--- src/hdl/clct_pkg.sv ---
`default_nettype none

package clct_pkg;

  // ------------------------------------------------------------
  // frame geometry
  // ------------------------------------------------------------
  localparam int num_layers = 6;
  localparam int num_groups = 5;
  localparam int group_keys = 8;
  localparam int num_hs     = 40;

  // one half-strip vector per layer, layer 0 in the low bits
  typedef logic [num_layers-1:0][num_hs-1:0] hit_frame_t;

  // lsb of the id is the bend direction
  typedef enum logic [1:0] {
    pat_right    = 2'd0,
    pat_left     = 2'd1,
    pat_straight = 2'd2
  } pattern_id_e;

  // sort value is nhits plus id msb, bend lsb dropped
  typedef struct packed {
    logic [2:0]  nhits;
    pattern_id_e id;
  } pat_code_t;

  // table address, pattern id over the layer mask
  typedef struct packed {
    pattern_id_e id;
    logic [5:0]  mask;
  } lut_addr_t;

  typedef struct packed {
    logic [3:0] offs;
    logic [3:0] bend;
    logic [5:0] qlt;
  } lut_entry_t;

  // per-group result, carry holds the layer mask
  typedef struct packed {
    logic       vld;
    pat_code_t  pat;
    logic [2:0] key;
    logic [5:0] carry;
    lut_entry_t lut;
  } group_cand_t;

  typedef struct packed {
    logic [4:0] pat;
    logic [5:0] key;
    logic [3:0] bend;
    logic [5:0] carry;
    logic [7:0] subkey;
    logic [5:0] qlt;
    logic       bsy;
  } clct_t;

  typedef enum logic [1:0] {find_idle, find_scan, find_lookup, find_done} finder_state_e;
  typedef enum logic [1:0] {ctrl_idle, ctrl_run, ctrl_emit} ctrl_state_e;

  // ------------------------------------------------------------
  // pattern shapes and comparator-code table rule
  // ------------------------------------------------------------
  // half-strip offset of a pattern in a given layer
  function automatic int hs_offset(pattern_id_e id, int layer);
    int dir;
    case (id)
      pat_left:  dir = -1;
      pat_right: dir = 1;
      default:   dir = 0;
    endcase
    // outer layers lean, layers 2 and 3 sit on the key
    if (layer < 2)
      return dir;
    else if (layer > 3)
      return -dir;
    else
      return 0;
  endfunction

  function automatic lut_entry_t lut_rule(lut_addr_t a);
    lut_entry_t e;
    logic [2:0] nhits;
    nhits  = 3'($countones(a.mask));
    e.offs = {a.id, a.mask[0], a.mask[5]};
    e.bend = {a.id, a.mask[0] ^ a.mask[5], a.mask[2] ^ a.mask[3]};
    // hit count dominates, straight gets a small bonus
    e.qlt  = 6'(nhits) * 6'd8 + ((a.id == pat_straight) ? 6'd4 : 6'd0)
           + 6'(a.mask[2]) + 6'(a.mask[3]);
    return e;
  endfunction

endpackage

`default_nettype wire
--- src/hdl/clct_event_ctrl.sv ---
`timescale 1ns/1ps
`default_nettype none

module clct_event_ctrl (
  input  logic                             clock,
  input  logic                             rst,
  input  logic                             hit_vld,
  input  clct_pkg::hit_frame_t             hits,
  input  logic [clct_pkg::num_groups-1:0]  done,
  input  clct_pkg::clct_t                  best,
  output logic                             start,
  output clct_pkg::hit_frame_t             frame,
  output logic                             busy,
  output logic                             clct_vld,
  output clct_pkg::clct_t                  clct
);

  import clct_pkg::*;

  ctrl_state_e           state;
  logic [num_groups-1:0] done_mask;
  logic [num_groups-1:0] done_all;

  // sticky done bits plus this cycle's pulses
  assign done_all = done_mask | done;

  // ------------------------------------------------------------
  // event FSM
  // ------------------------------------------------------------
  always_ff @(posedge clock)
  begin
    if (rst)
    begin
      state     <= ctrl_idle;
      start     <= 1'b0;
      done_mask <= '0;
      clct      <= '0;
    end
    else
    begin
      start <= 1'b0;
      case (state)
        ctrl_idle:
          // strobes outside idle are dropped
          if (hit_vld)
          begin
            state     <= ctrl_run;
            start     <= 1'b1;
            done_mask <= '0;
          end
        ctrl_run:
        begin
          done_mask <= done_all;
          if (&done_all)
          begin
            clct  <= best;
            state <= ctrl_emit;
          end
        end
        default:
          state <= ctrl_idle;
      endcase
    end
  end

  // frame held for the whole event
  always_ff @(posedge clock)
  begin
    if (state == ctrl_idle && hit_vld)
      frame <= hits;
  end

  assign busy     = (state != ctrl_idle);
  assign clct_vld = (state == ctrl_emit);

endmodule

`default_nettype wire

--- config.mk ---
export PLATFORM = sky130hd
export DESIGN_NAME = clct_event_ctrl
export DESIGN_NICKNAME = d
export VERILOG_FILES = /design/src/hdl/clct_pkg.sv /design/src/hdl/clct_event_ctrl.sv
export SDC_FILE = /design/constraint.sdc
export NUM_CORES = 1
export LEC_CHECK = 0
export ABC_AREA = 1
export BUFFER_PORTS_ARGS = -buffer_cell sky130_fd_sc_hd__clkbuf_2
export CAP_MARGIN = 20
export CORE_AREA = 2 2 222 224
export CTS_CLUSTER_DIAMETER = 150
export DETAILED_ROUTE_END_ITERATION = 10
export DIE_AREA = 0 0 224 226
export PLACE_DENSITY = 0.5
export SLEW_MARGIN = 20
export SYNTH_ARGS = -nofsm -noshare
export SYNTH_HDL_FRONTEND = slang
export SYNTH_SLANG_ARGS = --single-unit
--- constraint.sdc ---
create_clock -name clock -period 10.5 [get_ports clock]
set_clock_uncertainty 0.1 [all_clocks]
set_input_delay 0 -clock clock [delete_from_list [all_inputs] [get_ports clock]]
set_output_delay 0 -clock clock [all_outputs]
set_load 0.1 [all_outputs]
# == After elaboration in Yosys (flattened, before gate mapping) ==
# Cells that the tools add are included.
# classes
add_sub_neg,0
bitwise_logic,2
div_mod_pow,0
shift,0
n_mux,6
eq_ne,4
n_lt_le_gt_ge,0
n_reduce_logical,9
n_mul,0
# op_table
cell,n
$pmux 5 s2,1
$reduce_and 6->1,1
$mux 5,1
$or 5x5->5,1
$reduce_and 5->1,1
$mux 2,2
$ne 2x2->1 const B,2
$pmux 2 s2,1
$reduce_and 2->1,2
$reduce_bool 2->1,2
$eq 2x1->1 const B,1
$eq 2x2->1 const B,1
$logic_not 2->1,1
$reduce_or 2->1,1
$logic_and 1x1->1,1
$mux 1,1
$not 1->1,1
# totals
register_bits,284
mem_count,0
mem_bits_ro,0
in_bits,284
latchBits,0
ramBits,0
output_inout_bits,279

# == Depth between registers and ports, before layout ==
# logic_depth
depth_word,4
ltp_mapped,8
ltp_nobuf,7

# == Least setup slack after synthesis ==
# OpenSTA, ideal clock, no wires.
# synth_timing
kind,register to register
from,register state[1]
to,register frame[0] in the netlist's numbering (enable)
t_arrival_ns,5.224
slack_ns,4.585
path_stages_with_launch,4
cell_sequence,dfxtp_1 > nor2_1 > nand2_1 > inv_1
# synth_between
elab_chain_cells,2
# synth_rtl
element,line_no,source
start: declaration,clct_event_ctrl.sv:20,ctrl_state_e state;
start signal: assignment,clct_event_ctrl.sv:34,state <= ctrl_idle;
start signal: assignment,clct_event_ctrl.sv:47,state <= ctrl_run;
start signal: assignment,clct_event_ctrl.sv:57,state <= ctrl_emit;
$logic_not 2->1,clct_event_ctrl.sv:69,if (state == ctrl_idle && hit_vld)
$logic_and 1x1->1,clct_event_ctrl.sv:69,
end signal: assignment,clct_event_ctrl.sv:70,frame <= hits;
end: declaration,clct_event_ctrl.sv:12,"output clct_pkg::hit_frame_t frame,"
# Every way passes these cells.
# A chain may end at the register's enable or synchronous reset.

# == Worst setup path in the final report ==
# layout_timing
from,register state[1]
to,register frame[149] in the netlist's numbering (enable)
# The elaborated chain is that of the path after synthesis.

==> run metrics <==
status=finished, final reports clean; critical path's slowest cell=buf_4; number of H-tree levels=2; maximum vdd ir drop=a little under 0.09 mV; Finished Cell Area=roughly 17000 sq um; fin crit share=0.2631; area leader, netlist=edfxtp_1; Filler cells=4786; final worst slack=~7.7 ns; Ports=approximately 560; Pre-antenna DRT Iters=4; syn avg cell area=around 18 sq um; Leak Pwr=roughly 7.4 nW; Worst-path clk slew=approximately 0.060 ns; vias in the first global route=7745; Hold Vio Cnt, Final=0; post-route insts no fill=a little over 2000; Worst Path Max Fanout=100; CP bufs+invs=2; Least-Margin Pin Slew=around 0.99 ns; first-pass GRT wire length=between 40000 and 50000 um; Die Height=around 230 um; port buffer count=~560; share of cells above drive strength 1=0.4385; mean routed wirelength per cell=~16 um; gpl congestion=0.8039; multi-input logic area=roughly 700 sq um; crit path launch type=flop; FP Rows=roughly 80; critical-path cell list=nor2_1 > nand2_1 > inv_8 > buf_4; die area=approximately 51000 sq um; top post-synthesis cells by area=edfxtp_1 80%, dfxtp_1 9.8%, nor2_1 3.5%, nand2_1 3.3%, inv_1 1.6%; pre-CTS WS=7.759 ns; max frequency=about 0.36 GHz; gr ovfl total=0; crit path kind=flop to flop; Setup crit end kind=flop; RSZ-0062 raised after global routing=false; Cell variety after synth=14; synthesis-to-finish area growth=83.39%; ANT nets after route=0; vias=between 7000 and 8000; Syn Nets=797; Avg Vias per Cell=3.607; clock root buffer=clkbuf_16; placed insts=about 1700; Worst Hold Class=input port to flop; Seq cells post-synth=between 200 and 300; Max Cap Viol=0; sink count of the clock tree=about 280; data required time of the worst path=~11 ns; DRC Markers=0; detailed placement HPWL=23310 um; Max Slew Vio Count=0; Slowest Stage Delay on Critical Path=0.85 ns; setup tns final=0 ns; Post-Syn Area=9017 sq um; Iter 0 DRT Violations=~350; Cell Pwr Density=about 190 nW/um^2; clock buffer depth=3; final net count=between 1500 and 2000; chip width=about 220 um; max_slew headroom=0.3371; Starting Density=0.1865; synth warn=0; min Tclk post-route=~2.8 ns; delay-heaviest family, CP=buffers and inverters; Sequential Area=between 8000 and 9000 sq um; top cell type's share of synthesized area=0.7992; initial antenna violation count=5; register area share after synthesis=0.8969; CTS Buf Count=34; GR Util All Layers=0.1203; largest net degree at the start of global routing=roughly 100; CTS tree=yes; Syn Inst Count=slightly above 500; Placed Area=between 10000 and 15000 sq um; drt total wl=between 30000 and 40000 um; Core ar.=slightly below 50000 sq um; Clock Latency Late Sink=0.52 ns; Arrival @ worst endpoint=~2.8 ns; Setup-failing EPs final=0
-- what timing repair did --
item                                   CTS  global route
setup endpoints to repair                0             0
buffers inserted                         0             0
hold buffers                           288             0
resized for setup                        0             0
endpoints found under the hold margin  284             0
-- cell usage after synthesis --
master / n
a21oi_1: 5
buf_2: 4
buf_6: 4
clkbuf_1: 3
dfxtp_1: 44
edfxtp_1: 240
inv_1: 39
inv_2: 2
nand2_1: 79
nand3_4: 1
nor2_1: 83
nor2_2: 3
nor3_1: 1
o21ai_0: 5
-- cells by family after synthesis --
kind of cell,share of synthesized area
flip-flops,0.8969
AO/OA/AOI/OAI,0.005549
AND/OR/NAND/NOR,0.07201
buffers and inverters,0.02553
-- per-layer routing --
| layer | wire (um) | track usage | vias to the layer above |
|---|---|---|---|
| met5 | 13 | 0 | - |
| met4 | 822 | 0.04237 | 2 |
| met1 | 12130 | 0.1308 | 3409 |
| met3 | 2757 | 0.04437 | 51 |
| met2 | 16560 | 0.2145 | 358 |
| li1 | - | - | 3535 |
-- state kept, by name (all words and copies together), names as in the netlist --
register,count
start,1
done_mask,5
clct,36
state,2
frame,240
-- final timing paths --
path | startpoint | to | slack (ns) | cells after the start
setup reg to reg | state[1]$_SDFFE_PP0P_ | frame[149]$_DFFE_PP_ | 7.74 | 4
setup / recovery | state[1]$_SDFFE_PP0P_ | frame[149]$_DFFE_PP_ | 7.74 | 4
hold reg to reg | clct[10]$_SDFFE_PP0P_ | clct[10]$_SDFFE_PP0P_ | 0.41 | 4
hold / removal | hits[138] | frame[138]$_DFFE_PP_ | 0.08 | 2
-- report_power, final --
part | internal (W) | switching [W]
Clock | 0.000686 | 0.000467
Sequential | 0.00131 | 0.0000205
Combinational | 0.000149 | 0.000564
Total | 0.00214 | 0.00105
-- worst reg2reg max path: cells and delay by family (launching register included) --
| family | cells | cell delay (ns) |
|---|---|---|
| buffers and inverters | 2 | 1.51 |
| DFF | 1 | 0.32 |
| and+or+nand+nor | 2 | 0.37 |
-- cell usage in the layout (no fill, tap or decap), types with 7 or more instances in the layout --
master,n
clkbuf_16,35
clkbuf_2,562
clkinv_1,7
clkinv_2,7
dfxtp_1,44
dlygate4sd3_1,288
edfxtp_1,240
inv_1,38
nand2_1,79
nor2_1,83
-- final cells by class --
class | count | area share
Sequential cell | 284 | 0.4891
Timing Repair Buffer | 852 | 0.3453
Clock buffer | 39 | 0.05387
Tap cell | 622 | 0.04706
Multi-Input combinational cell | 177 | 0.04229
Clock inverter | 21 | 0.01218
Inverter | 41 | 0.009760
Antenna cell | 3 | 0.0004540
-- stage by stage --
stage	util	hold WS, ns	total power [W]
detailed placement	0.2597	0.07862	0.001975
global placement	0.2597	0.07700	0.001970
CTS	0.3419	0.03764	0.003238
floorplan	-	-0.001131	0.001855
finish	0.3421	0.08394	0.003193
global route	0.3421	0.05016	0.003305
Power figures use the tool's default switching activity.
