**src/hdl/clct_pkg.sv**
```systemverilog
`default_nettype none

package clct_pkg;

  // ------------------------------------------------------------
  // frame geometry
  // ------------------------------------------------------------
  localparam int num_layers = 6;
  localparam int num_groups = 5;
  localparam int group_keys = 8;
  localparam int num_hs     = 40;

  // one half-strip vector per layer, layer 0 in the low bits
  typedef logic [num_layers-1:0][num_hs-1:0] hit_frame_t;

  // lsb of the id is the bend direction
  typedef enum logic [1:0] {
    pat_right    = 2'd0,
    pat_left     = 2'd1,
    pat_straight = 2'd2
  } pattern_id_e;

  // sort value is nhits plus id msb, bend lsb dropped
  typedef struct packed {
    logic [2:0]  nhits;
    pattern_id_e id;
  } pat_code_t;

  // table address, pattern id over the layer mask
  typedef struct packed {
    pattern_id_e id;
    logic [5:0]  mask;
  } lut_addr_t;

  typedef struct packed {
    logic [3:0] offs;
    logic [3:0] bend;
    logic [5:0] qlt;
  } lut_entry_t;

  // per-group result, carry holds the layer mask
  typedef struct packed {
    logic       vld;
    pat_code_t  pat;
    logic [2:0] key;
    logic [5:0] carry;
    lut_entry_t lut;
  } group_cand_t;

  typedef struct packed {
    logic [4:0] pat;
    logic [5:0] key;
    logic [3:0] bend;
    logic [5:0] carry;
    logic [7:0] subkey;
    logic [5:0] qlt;
    logic       bsy;
  } clct_t;

  typedef enum logic [1:0] {find_idle, find_scan, find_lookup, find_done} finder_state_e;
  typedef enum logic [1:0] {ctrl_idle, ctrl_run, ctrl_emit} ctrl_state_e;

  // ------------------------------------------------------------
  // pattern shapes and comparator-code table rule
  // ------------------------------------------------------------
  // half-strip offset of a pattern in a given layer
  function automatic int hs_offset(pattern_id_e id, int layer);
    int dir;
    case (id)
      pat_left:  dir = -1;
      pat_right: dir = 1;
      default:   dir = 0;
    endcase
    // outer layers lean, layers 2 and 3 sit on the key
    if (layer < 2)
      return dir;
    else if (layer > 3)
      return -dir;
    else
      return 0;
  endfunction

  function automatic lut_entry_t lut_rule(lut_addr_t a);
    lut_entry_t e;
    logic [2:0] nhits;
    nhits  = 3'($countones(a.mask));
    e.offs = {a.id, a.mask[0], a.mask[5]};
    e.bend = {a.id, a.mask[0] ^ a.mask[5], a.mask[2] ^ a.mask[3]};
    // hit count dominates, straight gets a small bonus
    e.qlt  = 6'(nhits) * 6'd8 + ((a.id == pat_straight) ? 6'd4 : 6'd0)
           + 6'(a.mask[2]) + 6'(a.mask[3]);
    return e;
  endfunction

endpackage

`default_nettype wire
```
**src/hdl/best_1of5_cc.sv**
```systemverilog
`timescale 1ns/1ps
`default_nettype none

module best_1of5_cc (
  input  clct_pkg::group_cand_t [clct_pkg::num_groups-1:0] cand,
  output clct_pkg::clct_t                                  best
);

  import clct_pkg::*;

  logic        sel_found;
  logic [2:0]  sel_idx;
  logic [3:0]  sel_sort;
  group_cand_t win;
  logic [5:0]  ext_key;

  // sort on pat code with the bend lsb dropped
  function automatic logic [3:0] sort_val(group_cand_t c);
    logic [4:0] code;
    code = c.pat;
    return code[4:1];
  endfunction

  // ------------------------------------------------------------
  // pick the winning group
  // ------------------------------------------------------------
  always_comb
  begin
    sel_found = 1'b0;
    sel_idx   = '0;
    sel_sort  = '0;
    for (int g = 0; g < num_groups; g++)
    begin
      // groups without a candidate are skipped
      // strict compare keeps the lower group on a tie
      if (cand[g].vld && (!sel_found || sort_val(cand[g]) > sel_sort))
      begin
        sel_found = 1'b1;
        sel_idx   = 3'(g);
        sel_sort  = sort_val(cand[g]);
      end
    end
  end

  assign win = cand[sel_idx];

  // extended key from group, key and table offset, wraps at 64
  assign ext_key = {sel_idx, win.key} + 6'(win.lut.offs[3:2])
                 + 6'(win.lut.offs[1] & win.lut.offs[0]) - 6'd2;

  // ------------------------------------------------------------
  // output fields
  // ------------------------------------------------------------
  always_comb
  begin
    best = '0;
    if (sel_found)
    begin
      best.pat    = win.pat;
      best.key    = ext_key;
      best.bend   = win.lut.bend;
      best.carry  = win.carry;
      // quarter-strip position below the key
      best.subkey = {ext_key, 2'(win.lut.offs[1:0] + 2'd1)};
      best.qlt    = win.lut.qlt;
    end
    else
      best.bsy = 1'b1;
  end

endmodule

`default_nettype wire

```
**config.mk**
```make
export PLATFORM = sky130hd
export DESIGN_NAME = best_1of5_cc
export DESIGN_NICKNAME = d
export VERILOG_FILES = /design/src/hdl/clct_pkg.sv /design/src/hdl/best_1of5_cc.sv
export SDC_FILE = /design/constraint.sdc
export NUM_CORES = 1
export LEC_CHECK = 0
export BUFFER_PORTS_ARGS = -buffer_cell sky130_fd_sc_hd__buf_4
export CELL_PAD_IN_SITES_DETAIL_PLACEMENT = 0
export CELL_PAD_IN_SITES_GLOBAL_PLACEMENT = 1
export CORE_MARGIN = 2
export CORE_UTILIZATION = 27
export DETAILED_ROUTE_END_ITERATION = 16
export PLACE_DENSITY_LB_ADDON = 0.1
export RECOVER_POWER = 25
export SLEW_MARGIN = 40
export SYNTH_ARGS = -nofsm -noshare
export SYNTH_HDL_FRONTEND = slang
export SYNTH_SLANG_ARGS = --single-unit
```
**constraint.sdc**
```tcl
create_clock -name vclk -period 25.9
set_input_delay 5.18 -clock vclk [all_inputs]
set_output_delay 5.18 -clock vclk [all_outputs]
set_load 0.05 [all_outputs]
```
; Yosys cells after proc, flatten, opt, wreduce, memory -nomap -nowiden
; Cells that the tools add are included.
[classes]
addsub = 4
mux = 17
n_bitwise = 1
reduce_logical = 12
magnitude_cmp = 5
[op_table]
columns = cell, n
row1 = $bmux 29 s3, 1
row2 = $mux 35, 1
row3 = $mux 28, 1
row4 = $gt 4x4->1, 4
row5 = $mux 4, 4
row6 = $mux 3, 3
row7 = $mux 1, 7
row8 = $add 6x1->6, 1
row9 = $add 6x2->6, 1
row10 = $sub 6x2->6 const B, 1
row11 = $logic_and 1x1->1, 4
row12 = $logic_not 1->1, 4
row13 = $logic_or 1x1->1, 4
row14 = $lt 3x4->1 const B, 1
row15 = $add 2x1->2 const B, 1
row16 = $and 1x1->1, 1
[word_totals]
ff_bits = 0
elab_cells = 39
in_bits = 145
output_inout_bits = 36

; Longest topological paths before layout
[depth]
word_depth = 23
ltp_mapped = 42
mapped_depth_nobuf = 36

; Worst setup path after synthesis
; Ideal clock, no wire load.
[synth_timing]
kind = input -> output
startpoint = in cand[27] (netlist name)
endpoint = out best[28] (netlist name)
path_slack_ns = 7.115
t_required_ns = 20.720
cell_stages = 38
t_arrival_ns = 13.605
path_buffers = 5
cell_sequence = nand2_1 -> ha_1 -> a211oi_1 -> a21o_1 -> buf_2 -> mux2i_1 -> inv_1 -> ha_1 -> and2_1 -> or3_4 -> o21ai_4 -> buf_2 -> mux2_2 -> ha_1 -> nand4b_1 -> and3_1 -> o21ai_1 -> clkbuf_1 -> [2 not listed] -> ha_1 -> nor2b_1 -> o211ai_1 -> a21oi_1 -> a21oi_1 -> clkbuf_1 -> nand4_1 -> a31oi_1 -> ha_1 -> inv_1 -> fa_1 -> inv_1 -> ha_1 -> inv_1 -> fa_1 -> nor2b_1 -> nor3_1 -> buf_4
[synth_rtl]
columns = item, line_no
row1 = "start, declared", best_1of5_cc.sv:5  ; input clct_pkg::group_cand_t [clct_pkg::num_groups-1:0] cand,
row2 = "end, declared", best_1of5_cc.sv:6  ; output clct_pkg::clct_t best

==> qor.tcl <==
set qor(grt_max_degree) 44
set qor(maxCapViolCount) 2
set qor(grt_util_met2) 0.409
set qor(pwr_density_cell_mw_per_mm2) 86.0
set qor(postCtsSetupRepairBufs) 0
set qor(fp-row-count) 31
set qor(maxSlewHeadroom) -0.671
set qor(timing.critical_path.from) {cand[28]}
set qor(post_cts_hold_buffer_count) 0
set qor(start_util) 0.281
set qor(ys_seq_area_frac) 0
set qor(report.final.setup_viol) 0
set qor(global_route.usage.total) 0.219
set qor(synth_top_cell_by_area) {ha_1}
set qor(post-route-period-util) 0.827
set qor(avgViaCountPerCell) 5.19
set qor(timing.critical_path.arrival_ns) 16.25
set qor(global_route.peak_usage_layer) {met2}
set qor(worst-endpoint-required_ns) 20.72
set qor(number_of_warning_messages_in_the_yosys_log) 0
set qor(fp.dieArea_mm2) 0.00831
set qor(clkbuf_count) 0
set qor(die_h_um) 91.2
set qor(crit_path_max_incr_delay_ns) 1.87
set qor(transition_time_at_the_pin_with_the_least_slew_margin_ns) 2.48
set qor(antenna-diode-count) 0
set qor(run_status) {complete, but fails checks}
set qor(grt_antenna_before_repair) 0
set qor(number_of_global_route_vias_before_repair) 3010
set qor(kind_of_launch_point_of_the_worst_setup_path) {primary input}
set qor(number_of_iterations_in_the_first_detailed_routing_pass) 4
set qor(final_nets) 646
set qor(endpoint_kind) {output pin}
set qor(max_clock_freq_ghz) 0.0467
set qor(drt-total-wl_um) 9650
set qor(critical_path.most_common_cell) {ha_1}
set qor(ys_top_cells_by_count) {36 x nand2_1, 33 x nor2_1, 22 x ha_1}
set qor(global_route_wire_length_before_repair_um) 15200
set qor(global_placer_s_final_weighted_congestion) 0.875
set qor(syn-instance-count) 317
set qor(hp-class) {in2out}
set qor(drcViolationCount) 0
set qor(placement.setup.worst_slack_ns) 6.90
set qor(route.vias.total) 2978
set qor(synthesized_net_count) 486
set qor(sequential_cell_total) 0
set qor(final_global_route_overflow_total) 0
set qor(portBuffers) 181
set qor(groute.layer.met1.usage) 0.271
set qor(tns_ns) 0
set qor(timing.critical_path.fanout_max) 43
set qor(peakVddDrop_mv) 0.104
set qor(proportion_of_netlist_area_held_by_the_largest_area_contributor) 0.134
set qor(p_leak_nw) 1.63
set qor(cts-resized-gates) 0
set qor(final-seq-area_um2) 0
set qor(hp-start) {cand[121]}
set qor(final_hold_viol_count) 0
set qor(floorplan.die.width_um) 91.2
set qor(route.antenna.remaining_nets) 0
set qor(critical-path-slowest-cell) {o21ai_0}
set qor(setup.worst_path.class) {in2out}
set qor(place_hpwl_um) 7800
set qor(syn_to_final_growth_pct) 66.0
set qor(i_o_pins) 181
set qor(core_mm2) 0.00729
set qor(drive_gt1_frac) 0.400
set qor(post_synth_num_cell_types) 46
set qor(synth_most_common_cell) {nand2_1}
set qor(routedWlPerCell_um) 16.8
set qor(grt_setup_unrepaired) {false}
set qor(synth_area_mm2) 0.00205
set qor(holdPathStages) 4
set qor(detail_route.iter0.violations) 93
set qor(post-route-worst-setup-slack_ns) 4.47
set qor(min_cycle_time_layout_ns) 21.43
set qor(maxSlewViolCount) 72
set qor(failed_checks) {max-capacitance violations, max-slew violations}
set qor(grt_use_met3) 0.0315
set qor(syn_avg_cell_area_um2) 6.47
set qor(synth_top_cells_by_area) {ha_1 13%, o211ai_1 7.3%, o31ai_1 7.3%, nand2_1 6.6%, nor4_1 6.1%}
[worst paths after layout]
check | endpoint
worst min-delay path | best[6]
worst max-delay path | best[14]
[where the power goes]
part / switching, W / total, W / leakage, nW / internal, W
clock: 0 / 0 / 0 / 0
sequential: 0 / 0 / 0 / 0
combinational: 0.000198 / 0.000293 / 1.63 / 0.0000943
[through the flow]
step                      cell area [um^2]  hold WS (ns)  utilization  cells  total power, W
after global routing                  3400         10.74        0.467    574        0.000312
final                                 3400         10.72        0.467    574        0.000293
after CTS                             3440         10.72        0.472    574        0.000297
after floorplan                       2050         10.60            -    317        0.000220
after detailed placement              3440         10.72        0.472    574        0.000296
after global placement                3430         10.72        0.470    574        0.000296
[area by class of cell]
type	count	area [um^2]
multi-input combinational	271	1840
fill	804	3890
timing repair buffer	186	1370
inverter	18	67.6
tap	99	124
[routing by layer]
metal | part of all wire | routed length (um)
met1 | 0.42 | 4060
met2 | 0.49 | 4730
met3 | 0.078 | 755
met4 | 0.011 | 106
met5 | 0 | 0
[worst max-delay path: cells and delay by family]
family          cells  cell delay, ns
fa+ha+maj           8            1.90
compound gates     10            4.36
simple gates       11            2.12
buf+inv             7            1.94
mux                 2            0.71
[cells by family (layout without fill, tap and decap cells)]
| family | after synthesis | count (layout) | synth area share |
|---|---|---|---|
| compound gates | 92 | 92 | 0.334 |
| mux | 9 | 9 | 0.0470 |
| buf+inv | 46 | 204 | 0.104 |
| simple gates | 145 | 145 | 0.356 |
| fa+ha+maj | 24 | 24 | 0.154 |
| xor+xnor | 1 | 1 | 0.00427 |
[placed cells by master (no fill, tap or decap), types with 5 or more instances in the layout]
cell        n
o31ai_1    20
mux2_2      5
inv_1      18
or3_1      18
o21a_1      7
o211ai_1   20
nor3_1      8
buf_4     180
nand2_1    36
nor2b_1     7
nor2_1     32
nand3_1     5
a21o_1      5
o221ai_1    5
clkbuf_1    6
ha_1       22
a21oi_1    10
nor4_1     20
nand4_1     5
Note: power is estimated with default switching activity, not from simulation.
