===== src/hdl/clct_pkg.sv =====
`default_nettype none

package clct_pkg;

  // ------------------------------------------------------------
  // frame geometry
  // ------------------------------------------------------------
  localparam int num_layers = 6;
  localparam int num_groups = 5;
  localparam int group_keys = 8;
  localparam int num_hs     = 40;

  // one half-strip vector per layer, layer 0 in the low bits
  typedef logic [num_layers-1:0][num_hs-1:0] hit_frame_t;

  // lsb of the id is the bend direction
  typedef enum logic [1:0] {
    pat_right    = 2'd0,
    pat_left     = 2'd1,
    pat_straight = 2'd2
  } pattern_id_e;

  // sort value is nhits plus id msb, bend lsb dropped
  typedef struct packed {
    logic [2:0]  nhits;
    pattern_id_e id;
  } pat_code_t;

  // table address, pattern id over the layer mask
  typedef struct packed {
    pattern_id_e id;
    logic [5:0]  mask;
  } lut_addr_t;

  typedef struct packed {
    logic [3:0] offs;
    logic [3:0] bend;
    logic [5:0] qlt;
  } lut_entry_t;

  // per-group result, carry holds the layer mask
  typedef struct packed {
    logic       vld;
    pat_code_t  pat;
    logic [2:0] key;
    logic [5:0] carry;
    lut_entry_t lut;
  } group_cand_t;

  typedef struct packed {
    logic [4:0] pat;
    logic [5:0] key;
    logic [3:0] bend;
    logic [5:0] carry;
    logic [7:0] subkey;
    logic [5:0] qlt;
    logic       bsy;
  } clct_t;

  typedef enum logic [1:0] {find_idle, find_scan, find_lookup, find_done} finder_state_e;
  typedef enum logic [1:0] {ctrl_idle, ctrl_run, ctrl_emit} ctrl_state_e;

  // ------------------------------------------------------------
  // pattern shapes and comparator-code table rule
  // ------------------------------------------------------------
  // half-strip offset of a pattern in a given layer
  function automatic int hs_offset(pattern_id_e id, int layer);
    int dir;
    case (id)
      pat_left:  dir = -1;
      pat_right: dir = 1;
      default:   dir = 0;
    endcase
    // outer layers lean, layers 2 and 3 sit on the key
    if (layer < 2)
      return dir;
    else if (layer > 3)
      return -dir;
    else
      return 0;
  endfunction

  function automatic lut_entry_t lut_rule(lut_addr_t a);
    lut_entry_t e;
    logic [2:0] nhits;
    nhits  = 3'($countones(a.mask));
    e.offs = {a.id, a.mask[0], a.mask[5]};
    e.bend = {a.id, a.mask[0] ^ a.mask[5], a.mask[2] ^ a.mask[3]};
    // hit count dominates, straight gets a small bonus
    e.qlt  = 6'(nhits) * 6'd8 + ((a.id == pat_straight) ? 6'd4 : 6'd0)
           + 6'(a.mask[2]) + 6'(a.mask[3]);
    return e;
  endfunction

endpackage

`default_nettype wire

===== src/hdl/lut_arbiter.sv =====
`timescale 1ns/1ps
`default_nettype none

module lut_arbiter (
  input  logic                                               clock,
  input  logic                                               rst,
  input  logic [clct_pkg::num_groups-1:0]                    req,
  input  clct_pkg::lut_addr_t [clct_pkg::num_groups-1:0]     addr,
  output logic [clct_pkg::num_groups-1:0]                    rsp_vld,
  output clct_pkg::lut_entry_t                               rsp_data
);

  import clct_pkg::*;

  localparam int idx_w = $clog2(num_groups);

  logic [idx_w-1:0]      last_grant;
  logic [idx_w-1:0]      grant_idx;
  logic [num_groups-1:0] eligible;
  logic [num_groups-1:0] grant;
  lut_addr_t             rom_addr;

  // a requester whose data is returning this cycle still holds req
  // keep it out so it is not granted twice
  assign eligible = req & ~rsp_vld;

  // ------------------------------------------------------------
  // round robin, search starts one past the last grant
  // ------------------------------------------------------------
  always_comb
  begin
    int idx;
    grant     = '0;
    grant_idx = last_grant;
    for (int i = 1; i <= num_groups; i++)
    begin
      idx = (int'(last_grant) + i) % num_groups;
      if (grant == '0 && eligible[idx])
      begin
        grant[idx] = 1'b1;
        grant_idx  = idx_w'(idx);
      end
    end
  end

  // granted address goes straight to the ROM
  assign rom_addr = addr[grant_idx];

  always_ff @(posedge clock)
  begin
    if (rst)
    begin
      // first search then starts at group 0
      last_grant <= idx_w'(num_groups - 1);
      rsp_vld    <= '0;
    end
    else
    begin
      if (grant != '0)
        last_grant <= grant_idx;
      // ROM data lands together with the delayed grant
      rsp_vld <= grant;
    end
  end

  cc_lut_rom cc_lut_rom_inst (
    .clock (clock),
    .addr  (rom_addr),
    .data  (rsp_data)
  );

endmodule

`default_nettype wire


===== src/hdl/cc_lut_rom.sv =====
`timescale 1ns/1ps
`default_nettype none

module cc_lut_rom (
  input  logic                  clock,
  input  clct_pkg::lut_addr_t   addr,
  output clct_pkg::lut_entry_t  data
);

  import clct_pkg::*;

  // whole table as one packed constant, entry n at address n
  typedef lut_entry_t [255:0] rom_t;

  // ------------------------------------------------------------
  // table build at elaboration
  // ------------------------------------------------------------
  function automatic rom_t build_rom();
    rom_t t;
    for (int i = 0; i < 256; i++)
    begin
      // addresses with id 3 still get an entry, never requested
      t[i] = lut_rule(lut_addr_t'(8'(i)));
    end
    return t;
  endfunction

  localparam rom_t rom_table = build_rom();

  // ------------------------------------------------------------
  // registered read, one cycle
  // ------------------------------------------------------------
  always_ff @(posedge clock)
  begin
    data <= rom_table[addr];
  end

endmodule

`default_nettype wire


===== config.mk =====
export PLATFORM = sky130hd
export DESIGN_NAME = lut_arbiter
export DESIGN_NICKNAME = d
export VERILOG_FILES = /design/src/hdl/clct_pkg.sv /design/src/hdl/lut_arbiter.sv /design/src/hdl/cc_lut_rom.sv
export SDC_FILE = /design/constraint.sdc
export NUM_CORES = 1
export LEC_CHECK = 0
export BUFFER_PORTS_ARGS = -buffer_cell sky130_fd_sc_hd__buf_4
export CAP_MARGIN = 10
export CORE_MARGIN = 2
export CORE_UTILIZATION = 50
export CTS_BUF_LIST = sky130_fd_sc_hd__clkbuf_2
export CTS_CLUSTER_SIZE = 14
export DETAILED_ROUTE_END_ITERATION = 8
export GPL_TIMING_DRIVEN = 0
export PLACE_DENSITY = 0.72
export SYNTH_ARGS = -nofsm -noshare
export SYNTH_HDL_FRONTEND = slang
export SYNTH_SLANG_ARGS = --single-unit

===== constraint.sdc =====
create_clock -name clock -period 12.5 [get_ports clock]
set_input_delay 0 -clock clock [delete_from_list [all_inputs] [get_ports clock]]
set_output_delay 0 -clock clock [all_outputs]
set_load 0.05 [all_outputs]

* Yosys cells after proc, flatten, opt, wreduce, memory -nomap -nowiden
Memories as Yosys holds them, arrays and structs flattened. A register that Yosys moved wholly into a read port is not among the register bits.
Index checks and enable logic that the tools add are counted.
** Cells by class
- $add $sub $neg :: 5
- Div/mod/pow operators :: 5
- Magnitude comparators :: 11
- Mux-type cells :: 37
- Bitwise operators :: 6
- Reduce and logical (&&, ||, !) cells :: 14
** Operators by type and width (count)
- $ge 32x1->1 const B :: 5
- $lt 32x5->1 const B :: 5
- $mod 32x4->32 const B :: 5
- $mux 5 :: 5
- $bmux 8 s3 :: 1
- $logic_not 5->1 :: 4
- $or 5x5->5 :: 4
- $bmux 1 s3 :: 5
- $demux 1 s3 :: 5
- $mux 1 :: 15
- $mux 3 :: 5
- $logic_and 1x1->1 :: 9
- $add 3x2->4 const B :: 2
- $add 3x3->4 const B :: 2
- $mux 8 :: 1
- $and 5x5->5 :: 1
- $not 5->5 :: 1
- $reduce_bool 5->1 :: 1
- $add 3x1->4 const B :: 1
- $lt 3x4->1 const B :: 1
** Storage, ports and cells
- Flip-flop bits (word level) :: 8
- ROM bits :: 3584
- Bits of input ports :: 47
- Output and inout bits :: 19
- Logic and storage cells :: 81
- Memories kept :: 1
** Memories
- (no name shown) :: depth 256, bits a word 14, read ports 1, clocked after Yosys merged registers in 1, wr ports 0, RTL line cc_lut_rom.sv:35 : data <= rom_table[addr];

* Longest topological paths before layout
Gate-level depths: netlist of run 1.
- Word-level depth :: 21
- Depth in mapped cells :: 38

* Modules after synthesis
A second synthesis of run 1 with hierarchy kept.
** Second synthesis, totals
- Cell total of the unflattened synthesis :: 561
- Area total of the unflattened synthesis :: 4175.3 um2
** By module, submodules not included
- lut_arbiter :: times used 1, cells each 494, area each 3570.9 um2
- cc_lut_rom :: times used 1, cells each 67, area each 604.3 um2

* Least setup slack after synthesis of run 1
No wires, ideal clock.
- Kind :: register to register
- Start :: register last_grant[0]
- End :: register, netlist name cc_lut_rom_inst.data[4]
- Setup time :: 0.079 ns
- Arrival :: 8.596 ns
- Required time :: 12.421 ns
- Path slack :: 3.825 ns
- Cell stages (with the launch flop) :: 38
- Buffers on the path :: 9
- Period minus slack after synthesis :: 8.675 ns
- Cell sequence :: dfxtp_1 buf_2 clkbuf_1 buf_1 buf_1 inv_1 ha_1 clkbuf_2 buf_2 inv_1 ha_1 or3b_2 o22ai_1 nor2_1 inv_1 ha_1 nor2b_1 nor2_1 [... 2 more ...] mux2i_1 a221oi_1 o221a_2 nand2_1 or4_1 buf_2 o211a_1 buf_4 o211a_1 o31ai_4 mux4_2 a22oi_1 inv_1 ha_1 nor4_1 a32oi_1 nor4b_2 a211oi_2
** RTL lines
- start: declaration :: RTL line lut_arbiter.sv:17 : logic [idx_w-1:0] last_grant;
- start signal: assignment :: RTL line lut_arbiter.sv:54 : last_grant <= idx_w'(num_groups - 1);
- start signal: assignment :: RTL line lut_arbiter.sv:60 : last_grant <= grant_idx;

==> results of run 1 <==
worst min path at each step:
stage	startpoint	to	slack, ns	cells after the start
floorplan	addr[39]	cc_lut_rom_inst.data[9]	0.15	1
global placement	addr[39]	cc_lut_rom_inst.data[9]	0.28	2
detailed placement	addr[39]	cc_lut_rom_inst.data[9]	0.27	2
CTS	addr[32]	cc_lut_rom_inst.data[11]	0.10	3
global route	addr[31]	cc_lut_rom_inst.data[9]	0.13	3
finish	addr[32]	cc_lut_rom_inst.data[11]	0.1	3
final cells by class:
type	count	share of cell area [%]
timing repair buffer	67	10.4
multi-input combinational	473	72.4
clock buffer	4	0.409
buffer	34	3.63
inverter	34	2.66
sequential	19	7.77
tap	105	2.68
registers in the layout, indices dropped and copies added (netlist names):
signal and cells:
cc_lut_rom_inst.data 11, rsp_vld 5, last_grant 3
layer usage:
| layer | up-vias | wire length [um] | global-route usage (%) |
|---|---|---|---|
| met5 | - | 0 | 0 |
| met4 | 0 | 221 | 6.67 |
| met3 | 18 | 795 | 3.76 |
| met2 | 184 | 6150 | 44.0 |
| met1 | 2212 | 6340 | 42.6 |
| li1 | 2280 | - | - |
tightest hold or removal path, stage by stage:
cell     delay, ns
buf_4         0.08
a22oi_1       0.16
inv_1         0.15
stage by stage:
step,hold WS [ns],cell area (um2),setup slack (ns)
floorplan,0.148,4230,3.82
global route,0.126,4890,0.785
global placement,0.275,4840,1.68
CTS,0.102,4890,1.64
finish,0.0953,4890,1.47
detailed placement,0.266,4840,1.77
cell usage after synthesis (all sizes together) (11+ instances only):
master | number | area share [%]
o211ai | 14 | 2.8
inv | 34 | 3.1
buf | 22 | 3.1
nor2 | 39 | 3.9
nor2b | 11 | 1.6
nor3 | 18 | 2.1
nand2 | 41 | 3.6
a31oi | 11 | 1.6
clkbuf | 12 | 1.1
a21oi | 28 | 3.5
dfxtp | 19 | 9.0
mux2i | 12 | 3.1
xnor2 | 19 | 3.9
o21ai | 31 | 3.8
nand3 | 19 | 2.2
a211oi | 15 | 3.0
ha | 40 | 12
kinds of logic (layout without fill, tap and decap cells):
| kind of cell | after synthesis | in the layout | share of synthesized area, % |
|---|---|---|---|
| multiplexers | 22 | 22 | 7.12 |
| AO/OA/AOI/OAI | 197 | 197 | 35.3 |
| XOR/XNOR | 21 | 21 | 4.52 |
| flip-flops | 19 | 19 | 8.99 |
| adder cells (fa/ha/maj) | 41 | 41 | 12.3 |
| buffers and inverters | 68 | 139 | 7.27 |
| AND/OR/NAND/NOR | 192 | 192 | 24.5 |
repair_timing:
| item | in CTS | in global routing |
|---|---|---|
| hold endpoints to repair | 8 | 0 |
| hold buffers | 3 | 0 |
| setup buffers | 0 | 0 |
==> impl_metrics.env, run 1 <==
export IMPL_clk_pin_slew_ns=0.19
export IMPL_core_region_area_um2=8220
export IMPL_yosysSeqAreaShare_pct=8.99
export IMPL_synth_edff_count=0
export IMPL_drt_total_wl_mm=13.5
export IMPL_grt_pass1_wl_mm=20.9
export IMPL_endpoint="cc_lut_rom_inst.data[4]"
export IMPL_final_util_pct=59.6
export IMPL_dpl_hpwl_mm=10.8
export IMPL_tightest_slew_ns=0.968
export IMPL_crit_fanout=10
export IMPL_critical_path_required_ns=12.76
export IMPL_rsz0062_at_grt="false"
export IMPL_cts_root_buf="clkbuf_2"
export IMPL_io_buffer_count=64
export IMPL_area_delta_synth_final_pct=15.6
export IMPL_ys_ff_latch=19
export IMPL_setup_tns_ns=0
export IMPL_layout_common_cells="buf_4 (70), nand2_1 (41), ha_1 (40)"
export IMPL_rows=33
export IMPL_antenna_cells=0
export IMPL_place_inst=729
export IMPL_cts_sinks=19
export IMPL_layout_commonest_cell="buf_4"
export IMPL_syn_avg_cell_area_um2=7.56
export IMPL_ys_flop_type="dfxtp_1"
export IMPL_finalSetupViolCount=0
export IMPL_place_congestion=0.954
export IMPL_synth_nets=648
export IMPL_critPathCaptureType="flip-flop"
export IMPL_fillers=760
export IMPL_fin_skew_ns=0.0105
export IMPL_slowest_delay_ns=0.56
export IMPL_grt_pass1_vias=4094
export IMPL_netlist_area_um2=4230
export IMPL_cp_slowest_cell="dfxtp_1"
export IMPL_critPathTopFamily="buffers and inverters"
export IMPL_die_area_um2=9220
export IMPL_slew_headroom_pct=35.2
export IMPL_insertion_delay_ns=0.33
export IMPL_period_share_pct=88.2
export IMPL_die_y_um=96.0
export IMPL_maxCapViolCount=0
export IMPL_path_buf_inv=13
export IMPL_slew_violations=0
export IMPL_initial_core_util_pct=51.5
export IMPL_finalHoldViolCount=0
export IMPL_reg2reg_depth=37
export IMPL_cp_arrival_ns=11.29
export IMPL_status="complete, no violations"
export IMPL_overflow=0
export IMPL_wl_per_cell_um=18.4
export IMPL_final_cells=736
export IMPL_drt_iter0_markers=415
export IMPL_vias_per_cell=6.38
export IMPL_cts_buffer_depth=2
export IMPL_first_pass_iters=5
export IMPL_synthCells=560
export IMPL_worstSetupStartpoint="last_grant[0]"
export IMPL_fmax_mhz=90.7
export IMPL_drive_gt1_share_pct=20.6
export IMPL_drcViolationCount=0
export IMPL_ios=66
export IMPL_r2r_slack_ns=1.47
export IMPL_die_w_um=96.0
export IMPL_ys_warn_count=0
export IMPL_r2r_end="cc_lut_rom_inst.data[4]"
export IMPL_grt_usage_pct=28.8
export IMPL_final_antenna_net_count=0
export IMPL_startpoint_type="flip-flop"
export IMPL_r2r_start="last_grant[0]"
export IMPL_crit_cells=37
export IMPL_crit_type="flip-flop to flip-flop"
export IMPL_antenna_found_initial=0
export IMPL_multiInputGateArea_um2=3540
export IMPL_layout_nets=720
export IMPL_numCtsBuffers=3
export IMPL_num_vias=4694
export IMPL_cts_resized=0
export IMPL_htreeDepth=1
export IMPL_grt_max_degree=13
export IMPL_holdCritPathClass="input pin to flip-flop"
export IMPL_tritoncts="yes"
export IMPL_seq_area_um2=380
export IMPL_async_reset_ff_share_pct=0
export IMPL_yosysUniqueCellTypes=94
export IMPL_period_minus_slack_ns=11.03
Power of run 1 is left out: the tool's default activity adds up to more than one toggle a clock period on the data nets, which glitch-free logic cannot reach.
==> inputs of run 2 (changes only) <==
--- a/config.mk
+++ b/config.mk
@@ -8,12 +8,13 @@
 export BUFFER_PORTS_ARGS = -buffer_cell sky130_fd_sc_hd__buf_4
 export CAP_MARGIN = 10
 export CORE_MARGIN = 2
-export CORE_UTILIZATION = 50
+export CORE_UTILIZATION = 55
 export CTS_BUF_LIST = sky130_fd_sc_hd__clkbuf_2
 export CTS_CLUSTER_SIZE = 14
 export DETAILED_ROUTE_END_ITERATION = 8
 export GPL_TIMING_DRIVEN = 0
-export PLACE_DENSITY = 0.72
+export PLACE_DENSITY = 0.78
+export SLEW_MARGIN = 20
 export SYNTH_ARGS = -nofsm -noshare
 export SYNTH_HDL_FRONTEND = slang
 export SYNTH_SLANG_ARGS = --single-unit
==> impl_metrics.env, run 2 (same netlist as run 1, synthesis figures left out) <==
export IMPL_status="complete, no violations"
export IMPL_drt_total_wl_mm=13.6
export IMPL_crit_type="flip-flop to flip-flop"
export IMPL_period_minus_slack_ns=11.13
export IMPL_critPathCaptureType="flip-flop"
export IMPL_drt_iter0_markers=433
export IMPL_fmax_mhz=89.9
export IMPL_crit_cells=37
export IMPL_slew_violations=0
export IMPL_crit_fanout=10
export IMPL_startpoint_type="flip-flop"
export IMPL_overflow=0
export IMPL_period_share_pct=89.0
export IMPL_reg_largest_list="cc_lut_rom_inst.data x11, rsp_vld x5, last_grant x3"
export IMPL_numCtsBuffers=3
export IMPL_rows=31
export IMPL_tightest_slew_ns=0.983
export IMPL_slowest_delay_ns=0.64
export IMPL_die_area_um2=8410
export IMPL_finalSetupViolCount=0
export IMPL_cts_root_buf="clkbuf_2"
export IMPL_grt_pass1_wl_mm=21.7
export IMPL_num_vias=4724
export IMPL_ios=66
export IMPL_grt_usage_pct=31.3
export IMPL_antenna_cells=0
export IMPL_drive_gt1_share_pct=20.6
export IMPL_layout_common_cells="buf_4 (70), nand2_1 (41), ha_1 (40)"
export IMPL_holdCritPathClass="input pin to flip-flop"
export IMPL_tritoncts="yes"
export IMPL_cts_buffer_depth=2
export IMPL_largest_reg_flops=11
export IMPL_rsz0062_at_grt="false"
export IMPL_layout_nets=720
export IMPL_r2r_slack_ns=1.37
export IMPL_layout_commonest_cell="buf_4"
export IMPL_core_region_area_um2=7370
export IMPL_cts_resized=0
export IMPL_r2r_end="cc_lut_rom_inst.data[4]"
export IMPL_dpl_hpwl_mm=10.8
export IMPL_place_congestion=0.999
export IMPL_clk_pin_slew_ns=0.23
export IMPL_io_buffer_count=64
export IMPL_setup_tns_ns=0
export IMPL_finalHoldViolCount=0
export IMPL_insertion_delay_ns=0.35
export IMPL_final_util_pct=66.3
export IMPL_maxCapViolCount=0
export IMPL_endpoint="cc_lut_rom_inst.data[4]"
export IMPL_largest_register="cc_lut_rom_inst.data"
export IMPL_cp_arrival_ns=11.43
export IMPL_die_y_um=91.7
export IMPL_r2r_start="last_grant[0]"
export IMPL_critPathTopFamily="buffers and inverters"
export IMPL_fin_skew_ns=0.00188
export IMPL_final_cells=730
export IMPL_die_w_um=91.7
export IMPL_area_delta_synth_final_pct=15.5
export IMPL_worstSetupStartpoint="last_grant[0]"
export IMPL_drcViolationCount=0
export IMPL_final_antenna_net_count=0
export IMPL_cp_slowest_cell="buf_1"
export IMPL_path_buf_inv=13
export IMPL_place_inst=723
export IMPL_antenna_found_initial=0
export IMPL_slew_headroom_pct=34.1
export IMPL_grt_max_degree=13
export IMPL_reg2reg_depth=37
export IMPL_vias_per_cell=6.47
export IMPL_cts_setup_buffers=0
export IMPL_cts_sinks=19
export IMPL_wl_per_cell_um=18.6
export IMPL_grt_pass1_vias=4294
export IMPL_htreeDepth=1
export IMPL_critical_path_required_ns=12.80
export IMPL_first_pass_iters=5
export IMPL_initial_core_util_pct=57.4
==> run 2: changes by cell type in the layout (fill, tap and decap cells not counted), sizes merged <==
cell	delta
clkbuf	-1
clkinvlp	+1
==> run 2: cell type report <==
type / count / area [um2]
flip-flops and latches: 19 / 380
clock buffers: 3 / 15.0
clock inverters: 1 / 7.51
repair buffers: 67 / 510
inverters: 34 / 130
fillers: 659 / 2480
well taps: 99 / 124
multi-input cells: 473 / 3540
plain buffers: 34 / 178
==> run 2: layer usage <==
layer  vias up  share of wire, %  global-route usage [%]
li1       2263                 -                       -
met1      2203                45                    46.5
met2       238                45                    48.6
met3        20               8.7                    4.68
met4         0               1.4                    5.22
met5         -                 0                       0
==> run 2: timing repair <==
| item | 4_1_cts | 5_1_grt |
|---|---|---|
| endpoints found under the hold margin | 5 | 0 |
| hold buffers | 3 | 0 |
| setup endpoints to repair | 0 | 0 |
==> run 2: worst min path at each step <==
| stage | end | slack (ns) | startpoint | cells past startpoint |
|---|---|---|---|---|
| finish | cc_lut_rom_inst.data[11] | 0.05 | addr[32] | 3 |
| global route | cc_lut_rom_inst.data[11] | 0.08 | addr[32] | 3 |
| CTS | cc_lut_rom_inst.data[11] | 0.04 | addr[32] | 3 |
| detailed placement | cc_lut_rom_inst.data[9] | 0.25 | addr[39] | 2 |
| global placement | cc_lut_rom_inst.data[9] | 0.24 | addr[39] | 2 |
| floorplan | cc_lut_rom_inst.data[9] | 0.15 | addr[39] | 1 |
==> run 2: tightest hold or removal path: stages <==
cell and delay [ns]:
buf_4 0.08, a22oi_1 0.16, inv_1 0.14
==> run 2: stage by stage <==
stage               setup slack (ns)  instance area, um2  hold slack, ns
floorplan                       3.82                4230           0.148
global placement                1.80                4840           0.240
detailed placement              1.66                4840           0.245
CTS                             1.54                4890          0.0438
global route                   0.624                4890          0.0817
finish                          1.37                4890          0.0483
Power of run 2 is left out for the same reason.
==> inputs of run 3 (changes only) <==
--- a/config.mk
+++ b/config.mk
@@ -8,12 +8,11 @@
 export BUFFER_PORTS_ARGS = -buffer_cell sky130_fd_sc_hd__buf_4
 export CAP_MARGIN = 10
 export CORE_MARGIN = 2
-export CORE_UTILIZATION = 55
+export CORE_UTILIZATION = 40
 export CTS_BUF_LIST = sky130_fd_sc_hd__clkbuf_2
 export CTS_CLUSTER_SIZE = 14
 export DETAILED_ROUTE_END_ITERATION = 8
 export GPL_TIMING_DRIVEN = 0
-export PLACE_DENSITY = 0.78
 export SLEW_MARGIN = 20
 export SYNTH_ARGS = -nofsm -noshare
 export SYNTH_HDL_FRONTEND = slang
==> impl_metrics.env, run 3 (same netlist as run 1, synthesis figures left out) <==
export IMPL_status="complete, no violations"
export IMPL_dpl_cell_area_um2=4880
export IMPL_fmax_mhz=89.1
export IMPL_startpoint_type="flip-flop"
export IMPL_ios=66
export IMPL_core_region_area_um2=10300
export IMPL_cts_sinks=19
export IMPL_tritoncts="yes"
export IMPL_finalSetupViolCount=0
export IMPL_htreeDepth=1
export IMPL_drcViolationCount=0
export IMPL_antenna_cells=0
export IMPL_initial_core_util_pct=41.2
export IMPL_first_pass_iters=6
export IMPL_critical_path_required_ns=12.81
export IMPL_holdCritPathClass="input pin to flip-flop"
export IMPL_grt_usage_pct=23.5
export IMPL_place_ws_ns=1.52
export IMPL_cp_arrival_ns=11.52
export IMPL_wl_per_cell_um=17.9
export IMPL_die_y_um=107
export IMPL_cts_buffer_depth=2
export IMPL_clk_pin_slew_ns=0.24
export IMPL_area_delta_synth_final_pct=16.6
export IMPL_setup_tns_ns=0
export IMPL_place_congestion=0.958
export IMPL_critPathTopFamily="buffers and inverters"
export IMPL_rsz0062_at_grt="false"
export IMPL_drt_total_wl_mm=13.8
export IMPL_layout_commonest_cell="buf_4"
export IMPL_crit_type="flip-flop to flip-flop"
export IMPL_path_buf_inv=13
export IMPL_crit_fanout=10
export IMPL_critPathCaptureType="flip-flop"
export IMPL_layout_nets=720
export IMPL_antenna_found_initial=0
export IMPL_largest_reg_flops=11
export IMPL_grt_pass1_vias=4275
export IMPL_cts_setup_buffers=0
export IMPL_maxCapViolCount=0
export IMPL_die_area_um2=11400
export IMPL_rows=37
export IMPL_slowest_delay_ns=0.57
export IMPL_period_share_pct=89.8
export IMPL_cts_root_buf="clkbuf_2"
export IMPL_grt_pass1_wl_mm=21.8
export IMPL_period_minus_slack_ns=11.22
export IMPL_slew_violations=0
export IMPL_finalHoldViolCount=0
export IMPL_drive_gt1_share_pct=20.6
export IMPL_final_setup_worst_slack_ns=1.28
export IMPL_slew_headroom_pct=35.7
export IMPL_num_vias=4670
export IMPL_reg_largest_list="cc_lut_rom_inst.data x11, rsp_vld x5, last_grant x3"
export IMPL_dpl_hpwl_mm=11.0
export IMPL_drt_iter0_markers=425
export IMPL_insertion_delay_ns=0.35
export IMPL_final_antenna_net_count=0
export IMPL_fin_skew_ns=0.00879
export IMPL_numCtsBuffers=3
export IMPL_grt_max_degree=13
export IMPL_layout_common_cells="buf_4 (70), nand2_1 (41), ha_1 (40)"
export IMPL_overflow=0
export IMPL_io_buffer_count=64
export IMPL_die_w_um=107
export IMPL_cp_slowest_cell="dfxtp_1"
export IMPL_vias_per_cell=6.09
export IMPL_largest_register="cc_lut_rom_inst.data"
export IMPL_tightest_slew_ns=0.961
export IMPL_fin_area_um2=4940
-- run 3: cell counts in the layout (fill, tap and decap cells not counted) --
Identical to the previous run, type by type.
-- run 3: layout make-up --
cell class                      count  area (um2)
Fill cell                        1020        5340
Multi-Input combinational cell    473        3540
Timing Repair Buffer               67         510
Sequential cell                    19         380
Buffer                             34         178
Tap cell                          136         170
Inverter                           34         130
Clock buffer                        3        15.0
Clock inverter                      1        7.51
-- run 3: stage by stage --
step	util, %	hold WS (ns)	cells
after floorplan	-	0.148	560
after global placement	47.5	0.242	760
after detailed placement	47.5	0.248	760
after CTS	48.0	0.0546	767
after global routing	48.0	0.0652	767
final	48.0	0.0678	767
-- run 3: final timing paths --
| check | from | end | slack (ns) | cells past startpoint |
|---|---|---|---|---|
| min | addr[32] | cc_lut_rom_inst.data[11] | 0.07 | 3 |
| max reg2reg | last_grant[0] | cc_lut_rom_inst.data[4] | 1.28 | 37 |
| min reg2reg | last_grant[1] | last_grant[1] | 0.73 | 2 |
| max | last_grant[0] | cc_lut_rom_inst.data[4] | 1.28 | 37 |
-- run 3: routing by layer --
layer	global-route usage (%)	share of wire, %	up-vias
met3	3.16	6.1	14
met1	34.1	48	2209
met4	5.01	1.3	0
met5	0	0	-
li1	-	-	2268
met2	36.9	45	179
-- run 3: worst reg2reg max path: cells and delay by family, from the launching register on --
kind | cells | cell delay, ns
adder cells (fa/ha/maj) | 4 | 1.32
AO/OA/AOI/OAI | 9 | 2.88
AND/OR/NAND/NOR | 9 | 1.97
multiplexers | 2 | 0.71
buffers and inverters | 13 | 3.74
flip-flops | 1 | 0.57
-- run 3: what timing repair did --
item | CTS | global route
resized for setup | 0 | 0
endpoints found under the hold margin | 6 | 0
hold buffers | 3 | 0
Power of run 3 is left out for the same reason.
